--- config.mk ---
export PLATFORM = sky130hd
export DESIGN_NAME = sbus_frame_rx
export DESIGN_NICKNAME = d
export VERILOG_FILES = /design/src/source/sbus_pkg.sv /design/src/source/sbus_frame_rx.sv
export VERILOG_INCLUDE_DIRS = /design/src /design/src/include
export SDC_FILE = /design/constraint.sdc
export NUM_CORES = 1
export LEC_CHECK = 0
export CAP_MARGIN = 20
export CORE_MARGIN = 3
export CORE_UTILIZATION = 40
export DETAILED_ROUTE_END_ITERATION = 12
export DONT_BUFFER_PORTS = 1
export GPL_TIMING_DRIVEN = 0
export PLACE_DENSITY = 0.59
export RECOVER_POWER = 100
export SLEW_MARGIN = 20
export SYNTH_ARGS = -nofsm -noshare
export SYNTH_HDL_FRONTEND = slang
export SYNTH_SLANG_ARGS = --single-unit
--- constraint.sdc ---
create_clock -name clk -period 2.95 [get_ports clk]
set_clock_uncertainty 0.05 [all_clocks]
set_input_delay 0.295 -clock clk [delete_from_list [all_inputs] [get_ports clk]]
set_output_delay 0.295 -clock clk [all_outputs]
set_load 0.05 [all_outputs]
--- src/include/sbus_settings.svh ---
`ifndef SBUS_SETTINGS_SVH
`define SBUS_SETTINGS_SVH

// bits carried by one data word on wD and rD
`define SBUS_DATA_WIDTH 32

// words held by the target memory
`define SBUS_ADDR_DEPTH 256

// width of the target id field in the control frame
`define SBUS_ID_WIDTH 2

// leading code of every control frame
`define SBUS_START_CODE 3'b111

`endif
--- src/source/sbus_pkg.sv ---
`default_nettype none
`include "sbus_settings.svh"

package sbus_pkg;

    localparam int ADDR_WIDTH  = $clog2(`SBUS_ADDR_DEPTH);
    localparam int START_WIDTH = $bits(`SBUS_START_CODE);
    // start | id | rw | burst | address
    localparam int FRAME_WIDTH = START_WIDTH + `SBUS_ID_WIDTH + 2 + ADDR_WIDTH;

    typedef logic [`SBUS_DATA_WIDTH-1:0]       data_t;
    typedef logic [ADDR_WIDTH-1:0]             addr_t;
    typedef logic [`SBUS_ID_WIDTH-1:0]         target_id_t;
    typedef logic [FRAME_WIDTH-1:0]            frame_t;
    typedef logic [$clog2(`SBUS_DATA_WIDTH):0] bit_count_t;

    typedef enum logic [2:0] {
        IDLE,
        WR_DATA,
        RD_FETCH,
        RD_LOAD,
        RD_SHIFT
    } seq_state_t;

endpackage

`default_nettype wire

--- src/source/sbus_frame_rx.sv ---
`timescale 1ns/100ps
`default_nettype none
`include "sbus_settings.svh"

module sbus_frame_rx #(
    parameter sbus_pkg::target_id_t TARGET_ID = 1
) (
    input  wire                  clk,
    input  wire                  rstN,
    input  wire                  control,
    output logic                 frame_busy,
    output logic                 frame_hit,
    output logic                 is_write,
    output logic                 is_burst,
    output sbus_pkg::addr_t      start_addr
);
    import sbus_pkg::*;

    // field positions inside the collected frame
    localparam int BURST_BIT = ADDR_WIDTH;
    localparam int RW_BIT    = ADDR_WIDTH + 1;
    localparam int ID_LSB    = ADDR_WIDTH + 2;

    frame_t     shift_q;
    frame_t     frame_next;
    bit_count_t bit_cnt;
    logic       frame_done;
    logic       last_bit;

    assign frame_next = {shift_q[FRAME_WIDTH-2:0], control};
    assign last_bit   = frame_busy && (bit_cnt == bit_count_t'(FRAME_WIDTH - 1));

    always_ff @(posedge clk or negedge rstN) begin
        if (!rstN) begin
            frame_busy <= 1'b0;
            bit_cnt    <= '0;
            frame_done <= 1'b0;
        end else begin
            frame_done <= last_bit;
            if (!frame_busy) begin
                // a high control bit while idle is the first start bit
                if (control) begin
                    frame_busy <= 1'b1;
                    bit_cnt    <= bit_count_t'(1);
                end
            end else if (last_bit) begin
                frame_busy <= 1'b0;
                bit_cnt    <= '0;
            end else begin
                bit_cnt <= bit_cnt + 1'b1;
            end
        end
    end

    // the frame stays put between frames, so fields hold through frame_done
    always_ff @(posedge clk) begin
        if (frame_busy || control) begin
            shift_q <= frame_next;
        end
    end

    assign is_write   = shift_q[RW_BIT];
    assign is_burst   = shift_q[BURST_BIT];
    assign start_addr = shift_q[ADDR_WIDTH-1:0];

    // foreign id or bad start code gives a silent drop
    assign frame_hit = frame_done
                    && (shift_q[FRAME_WIDTH-1 -: START_WIDTH] == `SBUS_START_CODE)
                    && (shift_q[ID_LSB +: `SBUS_ID_WIDTH] == TARGET_ID);

endmodule

`default_nettype wire

Yosys cells after proc, flatten, opt, wreduce, memory -nomap -nowiden:

Index checks and enable logic that the tools add are counted.
W data, S select, Z words.

* bits in registers: 23
* input port bits: 3

* add/subtract/negate cells: 1
* equality and inequality tests: 3
* mux-type cells: 6
* reduce and logical (&&, ||, !) cells: 5

Operators with widths (count)
* $mux W6: 3
* $add A6 B1 Y6 const B: 1
* $eq A6 B4 Y1 const B: 1
* $eq A3 B3 Y1 const B: 1
* $logic_and A1 B1 Y1: 3
* $mux W1: 3
* $eq A2 B1 Y1 const B: 1
* $reduce_bool A2 Y1: 1
* $logic_or A1 B1 Y1: 1

Longest topological paths before layout:

* depth in word-level cells: 4
* gate-level depth with buffers: 5
* gate-level depth less buffers: 5

Worst setup path before layout:

OpenSTA, ideal clock, no wires.

* kind: register to output
* start: register shift_q[13]
* end: output frame_hit
* data arrival time: 1.574 ns
* required time: 2.605 ns
* setup slack: 1.031 ns
* cell stages (with the launch flop): 3
* buffers on the path: 0
* cell sequence: edfxtp_1 nand4_1 nor3b_1

* word-level cells in the longest chain between the ends: 3

RTL lines
* start: declaration: line sbus_frame_rx.sv:24 `frame_t shift_q;`
* start signal: assignment: line sbus_frame_rx.sv:58 `shift_q <= frame_next;`
* $eq A3 B3 Y1 (no line)
* $logic_and A1 B1 Y1 (2 in series): line sbus_frame_rx.sv:67 `assign frame_hit = frame_done`
* end: declaration: line sbus_frame_rx.sv:12 `output logic frame_hit,`

Every way passes these cells.

Worst setup path in the final report:

Ends and elaborated chain as after synthesis.

==> impl_metrics.toml <==
[worst_setup_path]
startpoint_type = "flop"
critPathSlowestCell = "nor3b_1"
path_cells = "nand4_1 -> nor3b_1"
cp_max_fo = 2
slowest_delay_ps = 1210
crit_type = "flop to primary output"
critPathRequiredTime_ps = 2610
end_kind = "primary output"
cp_data_arrival_time_ps = 1980

[timing]
timing.fmax_ghz = 0.430
fin_crit_ps = 2330
max_slew_margin_pct = -1.22
finalCritPeriodShare_pct = 78.8
setup_tns_ps = 0
hold_viol_final = 0
worst_pin_slew_ps = 1520
slew_violations = 1
rsz0062_at_grt = "false"
setup_viol = 0
hold_ws_ps = 12.4

[die]
std_cell_rows = 16
core-area_um2 = 2080
initial_core_util_pct = 45.1
io_pins = 15
die_w_um = 54.4
fp.dieH_um = 54.4
die_area_um2 = 2960

[worst_hold_path]
hold_class = "input pin to flop"

[global_routing]
grt.overflow.total = 0
grt-busiest-layer = "met2"
antenna_found_initial = 0
grt_max_degree = 18
use_met2_pct = 18.5
grt.total_usage_pct = 10.9
grt_pass1_vias = 514
use_met1_pct = 12.7
grt_use_met3_pct = 4.63
grt_pass1_wl_um = 2260

[clocking]
cts_max_level = 1
clock_tree.root_cell = "clkbuf_4"
cts_max_path_buffers = 2
cts_tree = "built"
cts_buffers = 3
clkSinkCount = 23
post_cts_resized = 0
clkSlewWorstSetupHoldPaths_ps = 120
clk_latency_ps = 300

[status]
violations = "max-capacitance violations, max-slew violations"
outcome = "finished, violations left"

[placement]
dp_hpwl_um = 1040
gp_congestion = 0.742
port_buffers = 0

[synth]
synth_top_area_share_pct = 48.0
syn_nets = 72
ys_top_cells_by_count = "edfxtp_1, buf_4, dfrtp_1"
syn_avg_cell_area_um2 = 14.0
ys_top_cells_by_area = "edfxtp_1, dfrtp_1, buf_4, ha_1, nand3_1"
yosysTopAreaCell = "edfxtp_1"
async_flop_share_pct = 34.8
synthCells = 67
yosysSeqAreaShare_pct = 69.3
ys_seq_elements = 23
synth-edff-count = 15
synthFlopType = "edfxtp_1"
syn_area_um2 = 938
synth_most_common_cell = "edfxtp_1"
ys_types = 24
yosys_warnings = 0

[drt]
antenna_left = 0
vias_per_cell = 5.15
wl_um = 1430
drtIter0Drc = 3
wl_per_cell_um = 14.4
first_pass_iters = 4
vias = 510
remaining_drc_errors = 0

[cells_and_area]
area_delta_synth_final_pct = 3.07
drive_gt1_share_pct = 6.94
num_antenna_cells = 0
n_fill_cell = 214
nets = 78

[pwr]
p_leak_nw = 0.361
switchingPower_w = 0.000466
p_clk_share_pct = 12.7
p_seq_share_pct = 60.7
p_per_area_nw_per_um2 = 1140
peakVddDrop_mv = 0.489
p_comb_share_pct = 26.6
p_sw_share_pct = 42.1
internal_power_w = 0.000641

[job]
drv_cap = 1
-- worst paths after layout --
path | from | end | slack (ps) | cells past startpoint
min reg2reg | shift_q[10]$_DFFE_PP_ | shift_q[11]$_DFFE_PP_ | 420 | 0
max reg2reg | frame_busy$_DFF_PN0_ | shift_q[8]$_DFFE_PP_ | 880 | 3
max | shift_q[13]$_DFFE_PP_ | frame_hit | 620 | 2
min in group asynchronous | rstN | bit_cnt[3]$_DFFE_PN0P_ | 280 | 1
max in group asynchronous | rstN | bit_cnt[4]$_DFFE_PN0P_ | 2280 | 1
min | control | bit_cnt[1]$_DFFE_PN0P_ | 10 | 1
-- final cells by class --
| cell class | instances | area, um^2 | area share, % |
|---|---|---|---|
| flip-flops and latches | 23 | 651 | 67.3 |
| multi-input cells | 31 | 196 | 20.3 |
| plain buffers | 9 | 33.8 | 3.49 |
| well taps | 27 | 33.8 | 3.49 |
| clock buffers | 3 | 22.5 | 2.33 |
| inverters | 4 | 15.0 | 1.55 |
| repair buffers | 1 | 10.0 | 1.03 |
| clock inverters | 1 | 5.00 | 0.517 |
-- metrics by stage --
step	setup WS [ps]	util, %	cells	power, W	area (um^2)
2_1_floorplan	1030	-	67	0.000950	938
3_3_place_gp	969	46.7	94	0.00100	972
3_5_place_dp	1090	46.9	94	0.00102	977
4_1_cts	1070	48.7	99	0.00117	1010
5_1_grt	539	46.5	99	0.00118	967
6_report	625	46.5	99	0.00111	967
-- timing repair --
| action | CTS | global route |
|---|---|---|
| setup buffers | 0 | 0 |
| hold buffers | 1 | 0 |
| endpoints found under the hold margin | 8 | 0 |
-- power by group through the flow --
| stage | Combinational [W] | Clock, W | Sequential (W) |
|---|---|---|---|
| finish | 0.000294 | 0.000140 | 0.000672 |
| global route | 0.000327 | 0.000158 | 0.000694 |
| CTS | 0.000336 | 0.000151 | 0.000679 |
| detailed placement | 0.000333 | 0 | 0.000685 |
| global placement | 0.000326 | 0 | 0.000677 |
| floorplan | 0.000303 | 0 | 0.000647 |
-- worst max-delay path, delay by kind of cell, from the launching register on --
family        cells  cell delay (ps)
simple gates      2             1300
flops             1              380
-- per-layer routing --
layer / share of wire [%] / up-vias
li1: - / 246
met1: 44 / 250
met2: 50 / 12
met3: 5.2 / 2
met4: 0.70 / 0
met5: 0 / -
-- state kept, by name (all words and copies together), names as in the netlist --
register and count:
shift_q 15, frame_done 1, bit_cnt 6, frame_busy 1
-- logic make-up after synthesis --
logic type	Yosys count	share of synthesized area [%]
AOI/OAI and AO/OA	9	6.40
and+or+nand+nor	20	12.4
buffers and inverters	13	9.20
DFF	23	69.3
adders and majority gates	2	2.67
-- placed cells by master (no fill, tap or decap), drive strengths merged, types with 2 or more instances in the layout --
master  count
edfxtp     15
clkbuf     12
dfrtp       8
nand3       5
inv         4
nor2        4
nand2       3
nand4b      2
or3         2
a31oi       2
o21ai       2
ha          2
No activity file was read; power rests on OpenSTA's default activity.
