## src/include/sbus_settings.svh

```systemverilog
`ifndef SBUS_SETTINGS_SVH
`define SBUS_SETTINGS_SVH

// bits carried by one data word on wD and rD
`define SBUS_DATA_WIDTH 32

// words held by the target memory
`define SBUS_ADDR_DEPTH 256

// width of the target id field in the control frame
`define SBUS_ID_WIDTH 2

// leading code of every control frame
`define SBUS_START_CODE 3'b111

`endif
```

## src/source/sbus_pkg.sv

```systemverilog
`default_nettype none
`include "sbus_settings.svh"

package sbus_pkg;

    localparam int ADDR_WIDTH  = $clog2(`SBUS_ADDR_DEPTH);
    localparam int START_WIDTH = $bits(`SBUS_START_CODE);
    // start | id | rw | burst | address
    localparam int FRAME_WIDTH = START_WIDTH + `SBUS_ID_WIDTH + 2 + ADDR_WIDTH;

    typedef logic [`SBUS_DATA_WIDTH-1:0]       data_t;
    typedef logic [ADDR_WIDTH-1:0]             addr_t;
    typedef logic [`SBUS_ID_WIDTH-1:0]         target_id_t;
    typedef logic [FRAME_WIDTH-1:0]            frame_t;
    typedef logic [$clog2(`SBUS_DATA_WIDTH):0] bit_count_t;

    typedef enum logic [2:0] {
        IDLE,
        WR_DATA,
        RD_FETCH,
        RD_LOAD,
        RD_SHIFT
    } seq_state_t;

endpackage

`default_nettype wire

```

## src/source/sbus_word_tx.sv

```systemverilog
`timescale 1ns/100ps
`default_nettype none
`include "sbus_settings.svh"

module sbus_word_tx (
    input  wire             clk,
    input  wire             rstN,
    input  wire             tx_load,
    input  wire             sbus_pkg::data_t load_word,
    output logic            rD,
    output logic            tx_done
);
    import sbus_pkg::*;

    data_t      shift_q;
    bit_count_t bits_left;

    always_ff @(posedge clk or negedge rstN) begin
        if (!rstN) begin
            bits_left <= '0;
        end else if (tx_load) begin
            bits_left <= bit_count_t'(`SBUS_DATA_WIDTH);
        end else if (bits_left != '0) begin
            bits_left <= bits_left - 1'b1;
        end
    end

    always_ff @(posedge clk) begin
        if (tx_load) begin
            shift_q <= load_word;
        end else if (bits_left != '0) begin
            shift_q <= shift_q << 1;
        end
    end

    // msb first, line held low between words
    assign rD      = (bits_left != '0) && shift_q[`SBUS_DATA_WIDTH-1];
    assign tx_done = (bits_left == bit_count_t'(1));

endmodule

`default_nettype wire

```

## config.mk

```make
export PLATFORM = sky130hd
export DESIGN_NAME = sbus_word_tx
export DESIGN_NICKNAME = d
export VERILOG_FILES = /design/src/source/sbus_pkg.sv /design/src/source/sbus_word_tx.sv
export VERILOG_INCLUDE_DIRS = /design/src /design/src/include
export SDC_FILE = /design/constraint.sdc
export NUM_CORES = 1
export LEC_CHECK = 0
export BUFFER_PORTS_ARGS = -buffer_cell sky130_fd_sc_hd__buf_2
export CAP_MARGIN = 5
export CORE_MARGIN = 4
export CORE_UTILIZATION = 48
export DETAILED_ROUTE_END_ITERATION = 7
export PLACE_DENSITY_LB_ADDON = 0.25
export SETUP_SLACK_MARGIN = 0.15
export SKIP_CTS_REPAIR_TIMING = 1
export SLEW_MARGIN = 40
export SYNTH_ARGS = -nofsm -noshare
export SYNTH_HDL_FRONTEND = slang
export SYNTH_SLANG_ARGS = --single-unit
```

## constraint.sdc

```tcl
create_clock -name clk -period 2.6 [get_ports clk]
set_clock_uncertainty 0.1 [all_clocks]
set_input_delay 0 -clock clk [delete_from_list [all_inputs] [get_ports clk]]
set_output_delay 0 -clock clk [all_outputs]
set_load 0.01 [all_outputs]
```

After elaboration in Yosys (flattened, before gate mapping)
Index checks and enable logic that the tools add are counted.
{"block": "word_totals", "ff_bits": 38, "elab_cells": 11}
{"block": "op_classes", "n_addsub": 1, "eq_ne": 1, "muxes": 4, "reduce_logical": 3}
{"op": "$mux 32", "count": 2}
{"op": "$mux 6", "count": 2}
{"op": "$eq 6x1->1 const B", "count": 1}
{"op": "$reduce_bool 6->1", "count": 1}
{"op": "$sub 6x1->6 const B", "count": 1}
{"op": "$reduce_bool 2->1", "count": 1}
{"op": "$logic_and 1x1->1", "count": 1}

Logic depth before layout (Yosys ltp)
{"block": "logic_depth", "word_depth": 3, "depth_mapped": 5}

Worst setup path before layout
OpenSTA, ideal clock, no wires.
{"block": "synth_path", "path_kind": "register to register", "startpoint": "register bits_left[0]", "endpoint": "register shift_q[0], enable pin", "setup_ns": 0.414, "arrival_ns": 1.913, "t_required_ns": 2.086, "slack_ns": 0.174, "path_stages_with_launch": 5, "path_buffers": 0, "path_cell_list": "dfrtp_1 > inv_1 > ha_1 > or4b_4 > or3_1"}
{"block": "synth_between", "elab_chain_cells": 2}
{"item": "start: declaration", "line_no": "sbus_word_tx.sv:16", "text": "bit_count_t bits_left;"}
{"item": "start signal: assignment", "line_no": "sbus_word_tx.sv:22", "text": "bits_left <= bit_count_t'(`SBUS_DATA_WIDTH);"}
{"item": "start signal: assignment", "line_no": "sbus_word_tx.sv:24", "text": "bits_left <= bits_left - 1'b1;"}
{"item": "$reduce_bool 6->1", "line_no": "sbus_word_tx.sv:31", "text": "end else if (bits_left != '0) begin"}
{"item": "$reduce_bool 2->1 (no source line)"}
{"item": "end signal: assignment", "line_no": "sbus_word_tx.sv:30", "text": "shift_q <= load_word;"}
{"item": "end signal: assignment", "line_no": "sbus_word_tx.sv:32", "text": "shift_q <= shift_q << 1;"}
{"item": "end: declaration", "line_no": "sbus_word_tx.sv:15", "text": "data_t shift_q;"}
Every way passes these cells.
A chain may end at the register's enable or synchronous reset.

Worst setup path after layout
{"block": "layout_path", "startpoint": "register bits_left[0]", "endpoint": "register shift_q[27], enable pin"}
The elaborated chain is that of the path after synthesis.

==> summary.txt <==
Routing
  – DR pass1 iterations: 2
  – Post-route ant nets: 0
  – DR vias: 1098
  – Final wirelength: ~3100 µm
  – Routed WL per cell: 13.9 µm
  – Vias per cell: 4.86
  – DRC viols: 0
  – Iter 0 DRT Violations: 27

Floorplan
  – Initial Util: 50.3%
  – Die W: 67.4 µm
  – IO Count: 37
  – Full die area: 4540 µm²
  – Core area: between 3000 and 4000 µm²
  – Die height: 67.4 µm
  – Rows: 21

Cells and area
  – Sequential standard cell area: 1110 µm²
  – Area Overhead vs Synth: 37.6%
  – Final #Nets: ~220
  – Antenna diodes: 0
  – Layout Utilization: just under 70%
  – Fill count: 245
  – Multi-input gate area: 551 µm²
  – Layout cells sized above 1: 45.0%

Synth
  – Number of synthesized flops with an enable pin: 32
  – Yosys top cell by area: edfxtp_1
  – Syn nets: 142
  – Sequential share of the synthesized area: 65.6%
  – Ys Warns: 0
  – Top cells by area, synth: edfxtp_1 57%, mux2_2 21%, dfrtp_1 8.9%, ha_1 1.5%, nor3_1 1.5%
  – Post-Syn Area: approximately 1700 µm²
  – Number of distinct library cells after synthesis: 27
  – Top cells by count, synth: 32 x edfxtp_1, 31 x mux2_2, 6 x dfrtp_1
  – Avg Cell Area, Syn: 16.1 µm²
  – Seq cells post-synth: 38
  – Most common cell in the synthesized netlist: edfxtp_1
  – Synth top area share: between 50% and 60%
  – Fraction of registers with async set/reset: 15.8%
  – Ys flop type: edfxtp_1
  – Mapped Cells: approximately 110

Clock tree
  – Clock latency at the later pin of the worst-skew pair: ~340 ps
  – Clock Sinks: 38
  – Deepest clock path buffer count: 2
  – Inserted Clock Buffers: 5
  – Clk pin slew, worst setup/hold paths: between 100 and 150 ps
  – CTS root buffer: clkbuf_4
  – H-Tree Depth: 2
  – CTS tree: done

Setup path
  – Worst-path fanout max: 32
  – Worst setup SP type: register
  – Critical-path top delay cell: or4b_4
  – Critical path arrival: between 2000 and 2500 ps
  – Critical path class: register to register
  – Worst EP required: between 2000 and 3000 ps
  – Reg-to-reg endpoint: shift_q[27]$_DFFE_PP_
  – CP Capture Type: register
  – Max incr delay on CP: 530 ps
  – Crit path cell chain: inv_1 > ha_1 > or4b_4 > or3_1 > buf_4
  – Reg-to-Reg Start: bits_left[0]$_DFFE_PN0P_
  – Worst reg2reg path depth: 5
  – R2R setup slack: 330 ps

Timing
  – Final hold violation count: 0
  – Worst slew margin: 67.4%
  – FMAX: roughly 440 MHz
  – RSZ-0062 raised after global routing: no
  – Slew @ Worst Pin: 488 ps
  – Max Slew Vio Count: 0
  – Final setup violation count: 0
  – Final period utilization: 87.5%
  – Post-route setup slack: 326 ps
  – Tmin final: 2270 ps
  – Sum Neg Setup Slack: 0 ps

Run status
  – Status: finished, final reports clean

Power and ir drop
  – Lkg Pwr: 0.000949 µW
  – PD cells: around 720 nW/µm²
  – Peak VDD IR: about 0.45 mV

Min path
  – HP Class: input pin to register
  – Startpoint of the worst hold path: tx_load
  – WHS Endpoint: shift_q[0]$_SDFFCE_PN0P_
  – Min-Delay Path Depth: 2

Global route
  – Global-route usage over all layers: 14.1%
  – Initial antenna violation count: 0
  – Global-route wire length before repair: 4540 µm
  – Vias in the first global route: 988
  – GRT overflow: 0
  – Pin count of the biggest net entering global routing: 33

Placed design
  – Place WS: between 300 and 400 ps
  – Post-detail-place hpwl: 1920 µm
  – # port buffers: 36
  – GPL Wtd Cong: ~0.78

Job
  – Max-cap violations: 0
power by group:
group / internal (µW) / switching [µW] / total [µW]
Combinational: 220 / 180 / 400
Clock: 130 / 194 / 324
Sequential: 844 / 98.9 / 943
Total: 1190 / 473 / 1670
critical path: cells and delay by family (launching register included):
| family | cells | cell delay [ps] |
|---|---|---|
| buffers and inverters | 2 | 360 |
| flip-flops | 1 | 470 |
| AND/OR/NAND/NOR | 2 | 850 |
| adder cells (fa/ha/maj) | 1 | 210 |
sequential cells by signal (all words and copies together), names as in the netlist:
register,cells
shift_q,32
bits_left,6
area by class of cell:
class	count	area share [%]
clock buffer	6	2.20
clock inverter	2	0.537
inverter	3	0.483
multi-input combinational	59	23.6
sequential	38	47.7
tap	46	2.47
timing repair buffer	72	23.0
how the worst max path moves through the flow:
stage,depth (start not counted),slack (ps),from,end
2_1_floorplan,4,170,bits_left[0]$_DFFE_PN0P_,shift_q[0]$_SDFFCE_PN0P_
3_3_place_gp,5,400,bits_left[0]$_DFFE_PN0P_,shift_q[11]$_DFFE_PP_
4_1_cts,5,330,bits_left[0]$_DFFE_PN0P_,shift_q[2]$_DFFE_PP_
5_1_grt,5,240,bits_left[0]$_DFFE_PN0P_,shift_q[1]$_DFFE_PP_
3_5_place_dp,5,350,bits_left[0]$_DFFE_PN0P_,shift_q[12]$_DFFE_PP_
6_report,5,330,bits_left[0]$_DFFE_PN0P_,shift_q[27]$_DFFE_PP_
layout by cell type, fill, tap and decap left out, types with 2 or more instances in the layout:
cell / instances
nor2_1: 2
clkbuf_4: 5
a21oi_1: 2
inv_1: 3
nor3_1: 5
buf_4: 2
mux2_2: 31
dlygate4sd3_1: 34
nand3_1: 2
ha_1: 2
buf_2: 36
edfxtp_1: 32
dfrtp_1: 6
cells by family (layout without fill, tap and decap cells):
family | count (synthesis) | in the layout | share of synthesized area [%]
AOI/OAI and AO/OA | 5 | 5 | 2.14
buffers and inverters | 8 | 83 | 1.85
DFF | 38 | 38 | 65.6
adders and majority gates | 2 | 2 | 1.48
muxes | 32 | 32 | 21.3
and+or+nand+nor | 19 | 19 | 7.10
xor gates and xnor gates | 1 | 1 | 0.517
layer usage:
metal / vias to the layer above / part of all wire, % / GRT usage, %
met1: 527 / 41 / 17.3
met4: 0 / 1.3 / 6.84
met2: 19 / 53 / 22.0
met3: 4 / 4.4 / 5.16
met5: - / 0 / 0
li1: 548 / - / -
stage by stage:
| step | instances | area, µm² | hold slack, ps | power, µW |
|---|---|---|---|---|
| 3_3_place_gp | 184 | 1930 | -272 | 1280 |
| 5_1_grt | 226 | 2330 | 196 | 1770 |
| 6_report | 226 | 2330 | 192 | 1670 |
| 3_5_place_dp | 184 | 1930 | -267 | 1310 |
| 2_1_floorplan | 105 | 1690 | -396 | 1200 |
| 4_1_cts | 192 | 1990 | -661 | 1640 |
Note: power is estimated with default switching activity, not from simulation.
