<file path="src/include/sbus_settings.svh">
`ifndef SBUS_SETTINGS_SVH
`define SBUS_SETTINGS_SVH

// bits carried by one data word on wD and rD
`define SBUS_DATA_WIDTH 32

// words held by the target memory
`define SBUS_ADDR_DEPTH 256

// width of the target id field in the control frame
`define SBUS_ID_WIDTH 2

// leading code of every control frame
`define SBUS_START_CODE 3'b111

`endif
</file>
<file path="src/source/sbus_pkg.sv">
`default_nettype none
`include "sbus_settings.svh"

package sbus_pkg;

    localparam int ADDR_WIDTH  = $clog2(`SBUS_ADDR_DEPTH);
    localparam int START_WIDTH = $bits(`SBUS_START_CODE);
    // start | id | rw | burst | address
    localparam int FRAME_WIDTH = START_WIDTH + `SBUS_ID_WIDTH + 2 + ADDR_WIDTH;

    typedef logic [`SBUS_DATA_WIDTH-1:0]       data_t;
    typedef logic [ADDR_WIDTH-1:0]             addr_t;
    typedef logic [`SBUS_ID_WIDTH-1:0]         target_id_t;
    typedef logic [FRAME_WIDTH-1:0]            frame_t;
    typedef logic [$clog2(`SBUS_DATA_WIDTH):0] bit_count_t;

    typedef enum logic [2:0] {
        IDLE,
        WR_DATA,
        RD_FETCH,
        RD_LOAD,
        RD_SHIFT
    } seq_state_t;

endpackage

`default_nettype wire

</file>
<file path="src/source/sbus_word_rx.sv">
`timescale 1ns/100ps
`default_nettype none
`include "sbus_settings.svh"

module sbus_word_rx (
    input  wire             clk,
    input  wire             rstN,
    input  wire             rx_enable,
    input  wire             valid,
    input  wire             wD,
    input  wire             last,
    output sbus_pkg::data_t word,
    output logic            word_done,
    output logic            word_last
);
    import sbus_pkg::*;

    bit_count_t bit_cnt;
    logic       final_bit;

    assign final_bit = valid && (bit_cnt == bit_count_t'(`SBUS_DATA_WIDTH - 1));

    always_ff @(posedge clk or negedge rstN) begin
        if (!rstN) begin
            bit_cnt   <= '0;
            word_done <= 1'b0;
            word_last <= 1'b0;
        end else begin
            word_done <= 1'b0;
            if (!rx_enable) begin
                bit_cnt <= '0;
            end else if (final_bit) begin
                bit_cnt   <= '0;
                word_done <= 1'b1;
                // last counts only when it comes with the final bit
                word_last <= last;
            end else if (valid) begin
                bit_cnt <= bit_cnt + 1'b1;
            end
        end
    end

    // msb arrives first
    always_ff @(posedge clk) begin
        if (rx_enable && valid) begin
            word <= {word[`SBUS_DATA_WIDTH-2:0], wD};
        end
    end

endmodule

`default_nettype wire

</file>
<file path="config.mk">
export PLATFORM = sky130hd
export DESIGN_NAME = sbus_word_rx
export DESIGN_NICKNAME = d
export VERILOG_FILES = /design/src/source/sbus_pkg.sv /design/src/source/sbus_word_rx.sv
export VERILOG_INCLUDE_DIRS = /design/src /design/src/include
export SDC_FILE = /design/constraint.sdc
export NUM_CORES = 1
export LEC_CHECK = 0
export BUFFER_PORTS_ARGS = -buffer_cell sky130_fd_sc_hd__buf_4
export CORE_MARGIN = 5
export CORE_UTILIZATION = 53
export DETAILED_ROUTE_END_ITERATION = 10
export PLACE_DENSITY_LB_ADDON = 0.12
export SYNTH_ARGS = -nofsm -noshare
export SYNTH_HDL_FRONTEND = slang
export SYNTH_SLANG_ARGS = --single-unit
</file>
<file path="constraint.sdc">
create_clock -name clk -period 3.7 [get_ports clk]
set_input_delay 0 -clock clk [delete_from_list [all_inputs] [get_ports clk]]
set_output_delay 0 -clock clk [all_outputs]
set_load 0.05 [all_outputs]
</file>
[After elaboration in Yosys (flattened, before gate mapping)]
Index checks and enable logic that the tools add are counted.
W data, S select, Z words.
Cells by class
  add/subtract/negate cells: 1
  equality and inequality tests: 2
  multiplexer cells: 5
  reduce and logical (&&, ||, !) cells: 3
Operators by type and width (number)
  $mux W6: 3
  $add A6 B1 Y6 const B: 1
  $eq A6 B5 Y1 const B: 1
  $ne A3 B1 Y1 const B: 1
  $logic_and A1 B1 Y1: 2
  $mux W1: 2
  $reduce_and A2 Y1: 1
Word-level totals
  flip-flop bits (word level): 40
  output and inout bits: 34
  word-level logic and storage cells: 15

[Logic depth before layout (Yosys ltp)]
Gate-level depths: netlist (run 1).
  word-level depth: 4
  gate-level depth with buffers: 4

[Worst setup path before layout (run 1)]
Ideal clock, no wire load.
  path kind: flip-flop to flip-flop
  from: reg bit_cnt[0]
  to: reg bit_cnt[3]
  library setup time: 120 ps
  data arrival time: 1268 ps
  path slack: 2312 ps
  stages on the path, launching flop included: 5
  path buffers: 0
  clock period less this slack: 1388 ps
  cell sequence: dfrtp_1 ha_1 nand3_2 or3b_1 a41o_1
Between the ends
  word-level cells in the longest chain between the ends: 4
  elaborated cells between the ends (all ways): 7
  classes of those cells: 1 x add/sub; 2 x eq/ne; 3 x mux; 1 x reduce/logical
RTL lines
  from (decl): line sbus_word_rx.sv:18  | bit_count_t bit_cnt;
  from (signal assigned): line sbus_word_rx.sv:38  | bit_cnt <= bit_cnt + 1'b1;
  $add A6 B1 Y6 / $eq A6 B5 Y1 (equally long branches): line sbus_word_rx.sv:38, sbus_word_rx.sv:21
  $mux W6 / $logic_and A1 B1 Y1 (equally long branches): line sbus_word_rx.sv:37, sbus_word_rx.sv:21
  $mux W6: line sbus_word_rx.sv:32  | end else if (final_bit) begin
  $mux W6: line sbus_word_rx.sv:30  | if (!rx_enable) begin
Several ways; a longest one is shown, not always the timed one. The select of a mux whose other input is x is not followed.
A chain may end at the register's enable or synchronous reset.

[Worst setup path after layout (run 1)]
  from: in rx_enable
  to: reg word[26], enable pin
Between the ends
  word-level cells in the longest chain between the ends: 1
RTL lines
  from (decl): line sbus_word_rx.sv:8  | input wire rx_enable,
  $logic_and A1 B1 Y1: line sbus_word_rx.sv:45  | if (rx_enable && valid) begin
  to (signal assigned): line sbus_word_rx.sv:46  | word <= {word[`SBUS_DATA_WIDTH-2:0], wD};
  to (decl): line sbus_word_rx.sv:12  | output sbus_pkg::data_t word,
No other way between the ends.

==> results.sh, run 1 <==
export IMPL_status="complete, no violations"
export IMPL_p_sw_frac=0.231
export IMPL_syn_to_final_growth_pct=33.8
export IMPL_p_clk_frac=0.308
export IMPL_p_seq_frac=0.590
export IMPL_power_leakage_nw=0.744
export IMPL_final_common_cell="buf_4"
export IMPL_io_buffer_count=39
export IMPL_via_per_inst=4.93
export IMPL_synthArstFlopShare=0.200
export IMPL_ys_seq_area_frac=0.843
export IMPL_cts_root_buffer="clkbuf_4"
export IMPL_hold_viol=0
export IMPL_die_w_um=61.0
export IMPL_cts_tree="yes"
export IMPL_drtPass1Iterations=4
export IMPL_ys_warn_count=0
export IMPL_slew_headroom=0.257
export IMPL_drt_iter0_drc=13
export IMPL_grt_pass1_vias=753
export IMPL_timing_final_ws_setup_ns=2.06
export IMPL_startpoint_type="input port"
export IMPL_vias=740
export IMPL_layout_common_cells="buf_4, edfxtp_1, dfrtp_1"
export IMPL_hold_path_class="in -> reg"
export IMPL_ys_ff_latch=40
export IMPL_place_gp_congestion=0.791
export IMPL_drive_gt1_frac=0.408
export IMPL_seq_area_um2=1160
export IMPL_drv_cap=0
export IMPL_arrival_ns=1.59
export IMPL_p_comb_frac=0.102
export IMPL_syn_inst=67
export IMPL_clock_path_buffers=2
export IMPL_cts_resized=0
export IMPL_drc=0
export IMPL_rsz0062_at_grt="false"
export IMPL_start_util=0.556
export IMPL_syn_nets=74
export IMPL_h_tree_depth=2
export IMPL_nets=126
export IMPL_clk_pin_slew_ns=0.11
export IMPL_grt_max_degree=33
export IMPL_crit_path_max_fanout=32
export IMPL_num_rows=18
export IMPL_num_antenna_cells=0
export IMPL_tns_ns=0
export IMPL_cts_buffers=5
export IMPL_postRouteWirelength_um=2240
export IMPL_slew_viol_final=0
export IMPL_pin_count=40
export IMPL_synth_area_um2=1380
export IMPL_setup_violations=0
export IMPL_fin_skew_ns=0.0126
export IMPL_ant_nets=0
export IMPL_period_minus_slack_ns=1.64
export IMPL_crit_type="in -> reg"
export IMPL_wl_per_cell_um=14.9
export IMPL_post_cts_setup_buffers=0
export IMPL_ir_drop_mv=0.440
export IMPL_crit_path_end_kind="register"
export IMPL_power_switching_mw=0.200
export IMPL_clock_latency_ns=0.33
export IMPL_multiInputGateArea_um2=213
export IMPL_worst_endpoint_required_ns=3.65
export IMPL_die_height_um=61.0
export IMPL_tightest_slew_ns=1.11
export IMPL_fillers=159
export IMPL_overflow=0
export IMPL_utilization=0.744
export IMPL_period_share=0.442
export IMPL_antenna_found_initial=0
export IMPL_synth_edf_count=32
export IMPL_core_um2=2480
export IMPL_synth_main_ff_cell="edfxtp_1"
export IMPL_powerDensity_nw_per_um2=471
export IMPL_postSynthAreaPerCell_um2=20.6
export IMPL_grt_pass1_wl_um=3670
export IMPL_cts_sinks=40
export IMPL_grt_usage=0.144
export IMPL_dieArea_um2=3720
export IMPL_p_int_mw=0.668
export IMPL_hpwl_um=1510
export IMPL_place_ws_ns=2.21
export IMPL_synth_distinct_cells=25
export IMPL_max_freq_mhz=611
[worst paths after layout]
check                                            start                     end  slack (ns)  cells past startpoint
worst max-delay path                         rx_enable      word[26]$_DFFE_PP_        2.06                      4
worst min-delay path                                wD       word[0]$_DFFE_PP_        0.39                      2
worst max register to register  bit_cnt[0]$_DFFE_PN0P_   word_last$_DFFE_PN0P_        2.21                      4
worst min register to register      word[13]$_DFFE_PP_      word[14]$_DFFE_PP_        0.46                      0
max in group asynchronous                         rstN  bit_cnt[5]$_DFFE_PN0P_        2.77                      3
min in group asynchronous                         rstN  bit_cnt[1]$_DFFE_PN0P_        0.67                      3
[critical path: stages]
cell and delay [ns]:
dlygate4sd3_1 0.53, buf_4 0.15, nand2_2 0.09, inv_1 0.82
[area by class of cell]
type / instances / area share
multi-input cells: 26 / 0.115
well taps: 30 / 0.0204
repair buffers: 45 / 0.191
inverters: 1 / 0.00204
flip-flops and latches: 40 / 0.630
clock inverters: 3 / 0.0204
clock buffers: 5 / 0.0204
[routing by layer]
layer,vias to the layer above,track usage,wire (µm)
li1,362,-,-
met1,345,0.191,1080
met2,28,0.211,934
met3,5,0.0489,182
met4,0,0.0743,42
met5,-,0,0
[per-stage QoR]
step	area [µm²]	std cells	total power [mW]	hold slack, ns
floorplan	1380	67	0.575	-0.296
global placement	1710	136	0.605	-0.178
detailed placement	1710	136	0.606	-0.174
CTS	1840	150	0.879	0.364
global route	1840	150	0.905	0.390
finish	1840	150	0.868	0.386
[synthesized netlist by cell type, types with 2 or more instances]
library cell | number | area, µm²
edfxtp_1 | 32 | 961
dfrtp_1 | 8 | 200
and2_1 | 2 | 12.5
nand2_1 | 2 | 7.51
nand4_1 | 2 | 12.5
xnor2_1 | 2 | 17.5
[logic make-up after synthesis]
kind of cell | Yosys count | share of synthesized area
XOR/XNOR | 2 | 0.0127
AND/OR/NAND/NOR | 16 | 0.0890
flip-flops | 40 | 0.843
multiplexers | 2 | 0.0154
buffers and inverters | 1 | 0.00272
adder cells (fa/ha/maj) | 1 | 0.00908
AO/OA/AOI/OAI | 5 | 0.0282
[flip-flops by register name (all words and copies together) (netlist names)]
signal,cells
word_done,1
bit_cnt,6
word,32
word_last,1
[power groups by stage]
stage / registers (mW) / clock network, mW / logic [mW]
CTS: 0.512 / 0.277 / 0.0894
global placement: 0.521 / 0 / 0.0838
detailed placement: 0.522 / 0 / 0.0846
global route: 0.514 / 0.297 / 0.0932
floorplan: 0.564 / 0 / 0.0111
finish: 0.512 / 0.268 / 0.0886
[what timing repair did]
item | CTS | global route
hold buffers | 6 | 0
endpoints found under the setup margin | 0 | 0
hold endpoints to repair | 16 | 0
Power figures use the tool's default switching activity.
==> run 2, diff against run 1 <==
--- a/config.mk
+++ b/config.mk
@@ -8,7 +8,7 @@
 export LEC_CHECK = 0
 export BUFFER_PORTS_ARGS = -buffer_cell sky130_fd_sc_hd__buf_4
 export CORE_MARGIN = 5
-export CORE_UTILIZATION = 53
+export CORE_UTILIZATION = 45
 export DETAILED_ROUTE_END_ITERATION = 10
 export PLACE_DENSITY_LB_ADDON = 0.12
 export SYNTH_ARGS = -nofsm -noshare
==> constraint.sdc (replaced) <==
create_clock -name clk -period 1.4 [get_ports clk]
set_input_delay 0 -clock clk [delete_from_list [all_inputs] [get_ports clk]]
set_output_delay 0 -clock clk [all_outputs]
set_load 0.05 [all_outputs]
==> run 2 against run 1 <==
Net effect:
- sequential power rose to 2.6 times the previous value
- worst hold slack improved by 0.0028 ns
- clock power is 96% higher
- critical path depth did not move
- non-clock buffer count rose by 5
- global-route usage down 1.2 points
- total power up 150%
- via count increased by 6.6%
- flip-flop and latch count did not move
==> results.sh, run 2 (synthesis gave the netlist of run 1 again) <==
export IMPL_status="complete, no violations"
export IMPL_crit_path_max_fanout=3
export IMPL_crit_path_end_kind="register"
export IMPL_ir_drop_mv=0.799
export IMPL_nets=131
export IMPL_setup_violations=0
export IMPL_slew_headroom=0.744
export IMPL_syn_to_final_growth_pct=37.0
export IMPL_power_leakage_nw=0.757
export IMPL_ant_nets=0
export IMPL_use_met2=0.214
export IMPL_dieArea_um2=4270
export IMPL_postRouteWirelength_um=2490
export IMPL_cts_root_buffer="clkbuf_4"
export IMPL_die_height_um=65.3
export IMPL_slew_viol_final=0
export IMPL_place_inst=143
export IMPL_slowest_delay_ns=0.40
export IMPL_startpoint_type="register"
export IMPL_multiInputGateArea_um2=239
export IMPL_vias=789
export IMPL_die_w_um=65.3
export IMPL_pin_count=40
export IMPL_grt_max_degree=22
export IMPL_seq_area_um2=1160
export IMPL_crit_type="reg -> reg"
export IMPL_drv_cap=0
export IMPL_final_common_cell="buf_4"
export IMPL_drtPass1Iterations=4
export IMPL_cts_sinks=40
export IMPL_cts_buffers=5
export IMPL_num_rows=20
export IMPL_grt_busiest_layer="met2"
export IMPL_fin_cells=158
export IMPL_largest_reg_flops=32
export IMPL_powerDensity_nw_per_um2=1130
export IMPL_hold_ws_ns=0.389
export IMPL_start_util=0.459
export IMPL_period_minus_slack_ns=1.33
export IMPL_clk_pin_slew_ns=0.09
export IMPL_io_buffer_count=39
export IMPL_regMostFlops="word"
export IMPL_met1_usage=0.140
export IMPL_tightest_slew_ns=0.383
export IMPL_hold_viol=0
export IMPL_grt_met3_usage=0.0718
export IMPL_slowest_stage="dfrtp_1"
export IMPL_fin_skew_ns=0.0132
export IMPL_fillers=234
export IMPL_worst_endpoint_required_ns=1.62
export IMPL_h_tree_depth=2
export IMPL_drt_iter0_drc=34
export IMPL_via_per_inst=4.99
export IMPL_wl_per_cell_um=15.7
export IMPL_cp_num_buf_inv=0
export IMPL_hold_path_class="in -> reg"
export IMPL_drc=0
export IMPL_num_antenna_cells=0
export IMPL_clock_path_buffers=2
export IMPL_worstPathCellList="ha_4 > nand3_4 > or3b_4 > a22o_1"
export IMPL_max_freq_mhz=751
export IMPL_grt_pass1_vias=848
export IMPL_worst_path_dominant_cell_family="simple AND/OR/NAND/NOR gates"
export IMPL_drive_gt1_frac=0.464
export IMPL_grt_pass1_wl_um=4040
export IMPL_rsz0062_at_grt="false"
export IMPL_clock_latency_ns=0.34
export IMPL_period_share=0.951
export IMPL_antenna_found_initial=0
export IMPL_hpwl_um=1760
export IMPL_place_gp_congestion=0.804
export IMPL_arrival_ns=1.55
export IMPL_reg_top3="word (32), bit_cnt (6)"
export IMPL_overflow=0
export IMPL_core_um2=3000
export IMPL_cts_tree="yes"
export IMPL_layout_common_cells="buf_4, edfxtp_1, dfrtp_1"
export IMPL_grt_usage=0.132
## run 2: through the flow
step / worst slack (ns) / setup TNS, ns / utilization / power [mW] / cell area, µm²
after floorplan: 0.0116 / 0 / - / 1.52 / 1380
after global placement: 0.0272 / 0 / 0.580 / 1.61 / 1740
after detailed placement: -0.00627 / -0.00627 / 0.580 / 1.62 / 1740
after CTS: 0.00495 / 0 / 0.620 / 2.15 / 1860
after global routing: 0.00698 / 0 / 0.628 / 2.25 / 1890
final: 0.0682 / 0 / 0.628 / 2.13 / 1890
## run 2: path summary, 6_finish.rpt
kind                                             start                     end  slack [ns]  depth (start not counted)
worst min-delay path                                wD       word[0]$_DFFE_PP_        0.39                          2
min in group asynchronous                         rstN   word_last$_DFFE_PN0P_        0.67                          3
worst max register to register  bit_cnt[1]$_DFFE_PN0P_  bit_cnt[0]$_DFFE_PN0P_        0.07                          4
worst max-delay path            bit_cnt[1]$_DFFE_PN0P_  bit_cnt[0]$_DFFE_PN0P_        0.07                          4
max in group asynchronous                         rstN  bit_cnt[2]$_DFFE_PN0P_        0.42                          3
worst min register to register       word[9]$_DFFE_PP_      word[10]$_DFFE_PP_        0.46                          0
## run 2: metal layers
metal	wire, µm	vias up
met4	61	0
met2	1240	31
met5	0	-
li1	-	371
met3	232	8
met1	958	379
## run 2: report_power, final
group          internal (mW)  leakage [nW]  switching [mW]  total [mW]
registers               1.33         0.409          0.0231        1.35
logic                 0.0822         0.319           0.171       0.253
clock network          0.196        0.0293           0.329       0.525
total                   1.61         0.757           0.524        2.13
## run 2: layout make-up
cell class | instances | area share
inverters | 1 | 0.00199
well taps | 33 | 0.0219
multi-input cells | 26 | 0.127
clock buffers | 7 | 0.0239
clock inverters | 1 | 0.00265
repair buffers | 50 | 0.207
flip-flops and latches | 40 | 0.616
## run 2: timing repair
item | in CTS | in global routing
buffers inserted | 1 | 0
endpoints found under the setup margin | 3 | 4
pin swaps | 3 | 2
gates resized for setup | 3 | 3
gates cloned | 0 | 0
hold endpoints to repair | 15 | 1
hold buffers | 5 | 1
==> run 3, diff against run 2 <==
--- a/config.mk
+++ b/config.mk
@@ -7,10 +7,12 @@
 export NUM_CORES = 1
 export LEC_CHECK = 0
 export BUFFER_PORTS_ARGS = -buffer_cell sky130_fd_sc_hd__buf_4
+export CELL_PAD_IN_SITES_DETAIL_PLACEMENT = 1
+export CELL_PAD_IN_SITES_GLOBAL_PLACEMENT = 1
 export CORE_MARGIN = 5
-export CORE_UTILIZATION = 45
+export CORE_UTILIZATION = 37
 export DETAILED_ROUTE_END_ITERATION = 10
-export PLACE_DENSITY_LB_ADDON = 0.12
+export PLACE_DENSITY = 0.77
 export SYNTH_ARGS = -nofsm -noshare
 export SYNTH_HDL_FRONTEND = slang
 export SYNTH_SLANG_ARGS = --single-unit
==> run 3 against run 2 <==
Net effect:
- flip-flop and latch count stayed put
- clock power grew 68%
- non-clock buffer count shrank 4
- critical path depth unchanged
- critical endpoint is now word_last$_DFFE_PN0P_
- combinational power barely moved
- sequential share of layout area is 1.6 points lower
- first-iteration DRC count is 29% higher
- sequential power barely moved
- critical path type unchanged
- worst hold slack got worse by 0.37 ns
==> results.sh, run 3 (synthesis gave the netlist of run 1 again) <==
export IMPL_crit_path_end_kind="register"
export IMPL_cts_buffers=5
export IMPL_drtPass1Iterations=4
export IMPL_cts_root_buffer="clkbuf_8"
export IMPL_clock_path_buffers=2
export IMPL_crit_path_max_fanout=3
export IMPL_ant_nets=0
export IMPL_num_rows=22
export IMPL_die_w_um=71.0
export IMPL_final_common_cell="buf_4"
export IMPL_setup_violations=0
export IMPL_hold_path_class="in -> reg"
export IMPL_postRouteWirelength_um=2750
export IMPL_reg_top3="word (32), bit_cnt (6)"
export IMPL_hold_ws_ns=0.0190
export IMPL_cts_tree="yes"
export IMPL_drc=0
export IMPL_nets=127
export IMPL_antenna_found_initial=0
export IMPL_rsz0062_at_grt="true"
export IMPL_largest_reg_flops=32
export IMPL_max_freq_mhz=732
export IMPL_crit_path_start="bit_cnt[1]$_DFFE_PN0P_"
export IMPL_core_um2=3630
export IMPL_crit_type="reg -> reg"
export IMPL_clock_latency_ns=0.28
export IMPL_post_dp_cell_area_um2=1770
export IMPL_cts_sinks=40
export IMPL_slew_headroom=0.825
export IMPL_utilization=0.533
export IMPL_r2r_end="word_last$_DFFE_PN0P_"
export IMPL_drv_cap=0
export IMPL_drive_gt1_frac=0.479
export IMPL_dieArea_um2=5040
export IMPL_drt_iter0_drc=44
export IMPL_arrival_ns=1.53
export IMPL_powerDensity_nw_per_um2=1280
export IMPL_die_height_um=71.0
export IMPL_layout_common_cells="buf_4, edfxtp_1, dfrtp_1"
export IMPL_syn_to_final_growth_pct=40.7
export IMPL_vias=798
export IMPL_reg2regPathDepth=4
export IMPL_start_util=0.379
export IMPL_final_area_um2=1940
export IMPL_hold_viol=0
export IMPL_slew_viol_final=0
export IMPL_grt_max_degree=33
export IMPL_status="complete, no violations"
export IMPL_ir_drop_mv=0.865
export IMPL_worstReg2RegStart="bit_cnt[1]$_DFFE_PN0P_"
export IMPL_clk_pin_slew_ns=0.07
export IMPL_worst_endpoint_required_ns=1.56
export IMPL_grt_usage=0.117
export IMPL_hpwl_um=2000
export IMPL_pin_count=40
export IMPL_h_tree_depth=2
export IMPL_reg2reg_slack_ns=0.03
export IMPL_startpoint_type="register"
export IMPL_via_per_inst=4.72
export IMPL_power_leakage_nw=0.769
export IMPL_fin_skew_ns=0.00673
export IMPL_wl_per_cell_um=16.3
export IMPL_critPathCapture="word_last$_DFFE_PN0P_"
export IMPL_tightest_slew_ns=0.261
export IMPL_place_gp_congestion=0.690
export IMPL_overflow=0
export IMPL_io_buffer_count=39
export IMPL_period_minus_slack_ns=1.37
export IMPL_grt_pass1_wl_um=4490
export IMPL_num_antenna_cells=0
export IMPL_grt_pass1_vias=870
export IMPL_regMostFlops="word"
export IMPL_period_share=0.976
-- run 3: cell types whose count changed in the layout (fill, tap and decap cells not counted), sizes merged --
cell         change
buf              -1
clkbuf           -1
dlygate4sd3      -3
bufinv           +1
-- run 3: how the worst min path moves through the flow --
stage,start,to,cells past startpoint
after CTS,rx_enable,bit_cnt[4]$_DFFE_PN0P_,2
final,rx_enable,bit_cnt[4]$_DFFE_PN0P_,2
after global routing,rx_enable,bit_cnt[1]$_DFFE_PN0P_,2
after detailed placement,rstN,bit_cnt[5]$_DFFE_PN0P_,1
after global placement,rstN,word_last$_DFFE_PN0P_,1
after floorplan,rstN,bit_cnt[0]$_DFFE_PN0P_,0
-- run 3: power by group --
part,internal [mW],switching [mW]
sequential,1.33,0.0242
clock,0.528,0.354
combinational,0.0788,0.173
total,1.94,0.551
-- run 3: cell type report --
| type | count | area [µm²] |
|---|---|---|
| Fill cell | 346 | 1700 |
| Sequential cell | 40 | 1160 |
| Inverter | 1 | 3.75 |
| Tap cell | 48 | 60.1 |
| Clock buffer | 6 | 72.6 |
| Multi-Input combinational cell | 26 | 239 |
| Clock inverter | 2 | 35.0 |
| Timing Repair Buffer | 46 | 365 |
-- run 3: worst max-delay path: stages, from the launching register on --
cell     delay [ns]
dfrtp_1        0.40
ha_4           0.17
nand3_4        0.08
nor4b_4        0.28
mux2_4         0.33
-- run 3: per-stage QoR --
step / setup WS, ns / std cells / TNS [ns] / power (mW)
detailed placement: -0.0496 / 157 / -0.0988 / 1.62
floorplan: 0.0116 / 67 / 0 / 1.52
global route: -0.0210 / 169 / -0.0267 / 2.60
CTS: 0.00804 / 169 / 0 / 2.51
finish: 0.0336 / 169 / 0 / 2.49
global placement: 0.0295 / 157 / 0 / 1.61
-- run 3: timing repair --
item                                    CTS  global route
resized for setup                         4             2
endpoints found under the setup margin    4             4
hold buffers                              3             0
hold endpoints to repair                 10             0
setup buffers                             1             0
pin swaps                                 2             0
-- run 3: per-layer routing --
layer  GRT usage  routed length (µm)  vias to the layer above  share of wire
li1            -                   -                      364              -
met1       0.126                1070                      404           0.39
met2       0.216                1530                       26           0.55
met3      0.0384                 125                        4          0.045
met4      0.0376                  32                        0          0.012
met5           0                   0                        -              0
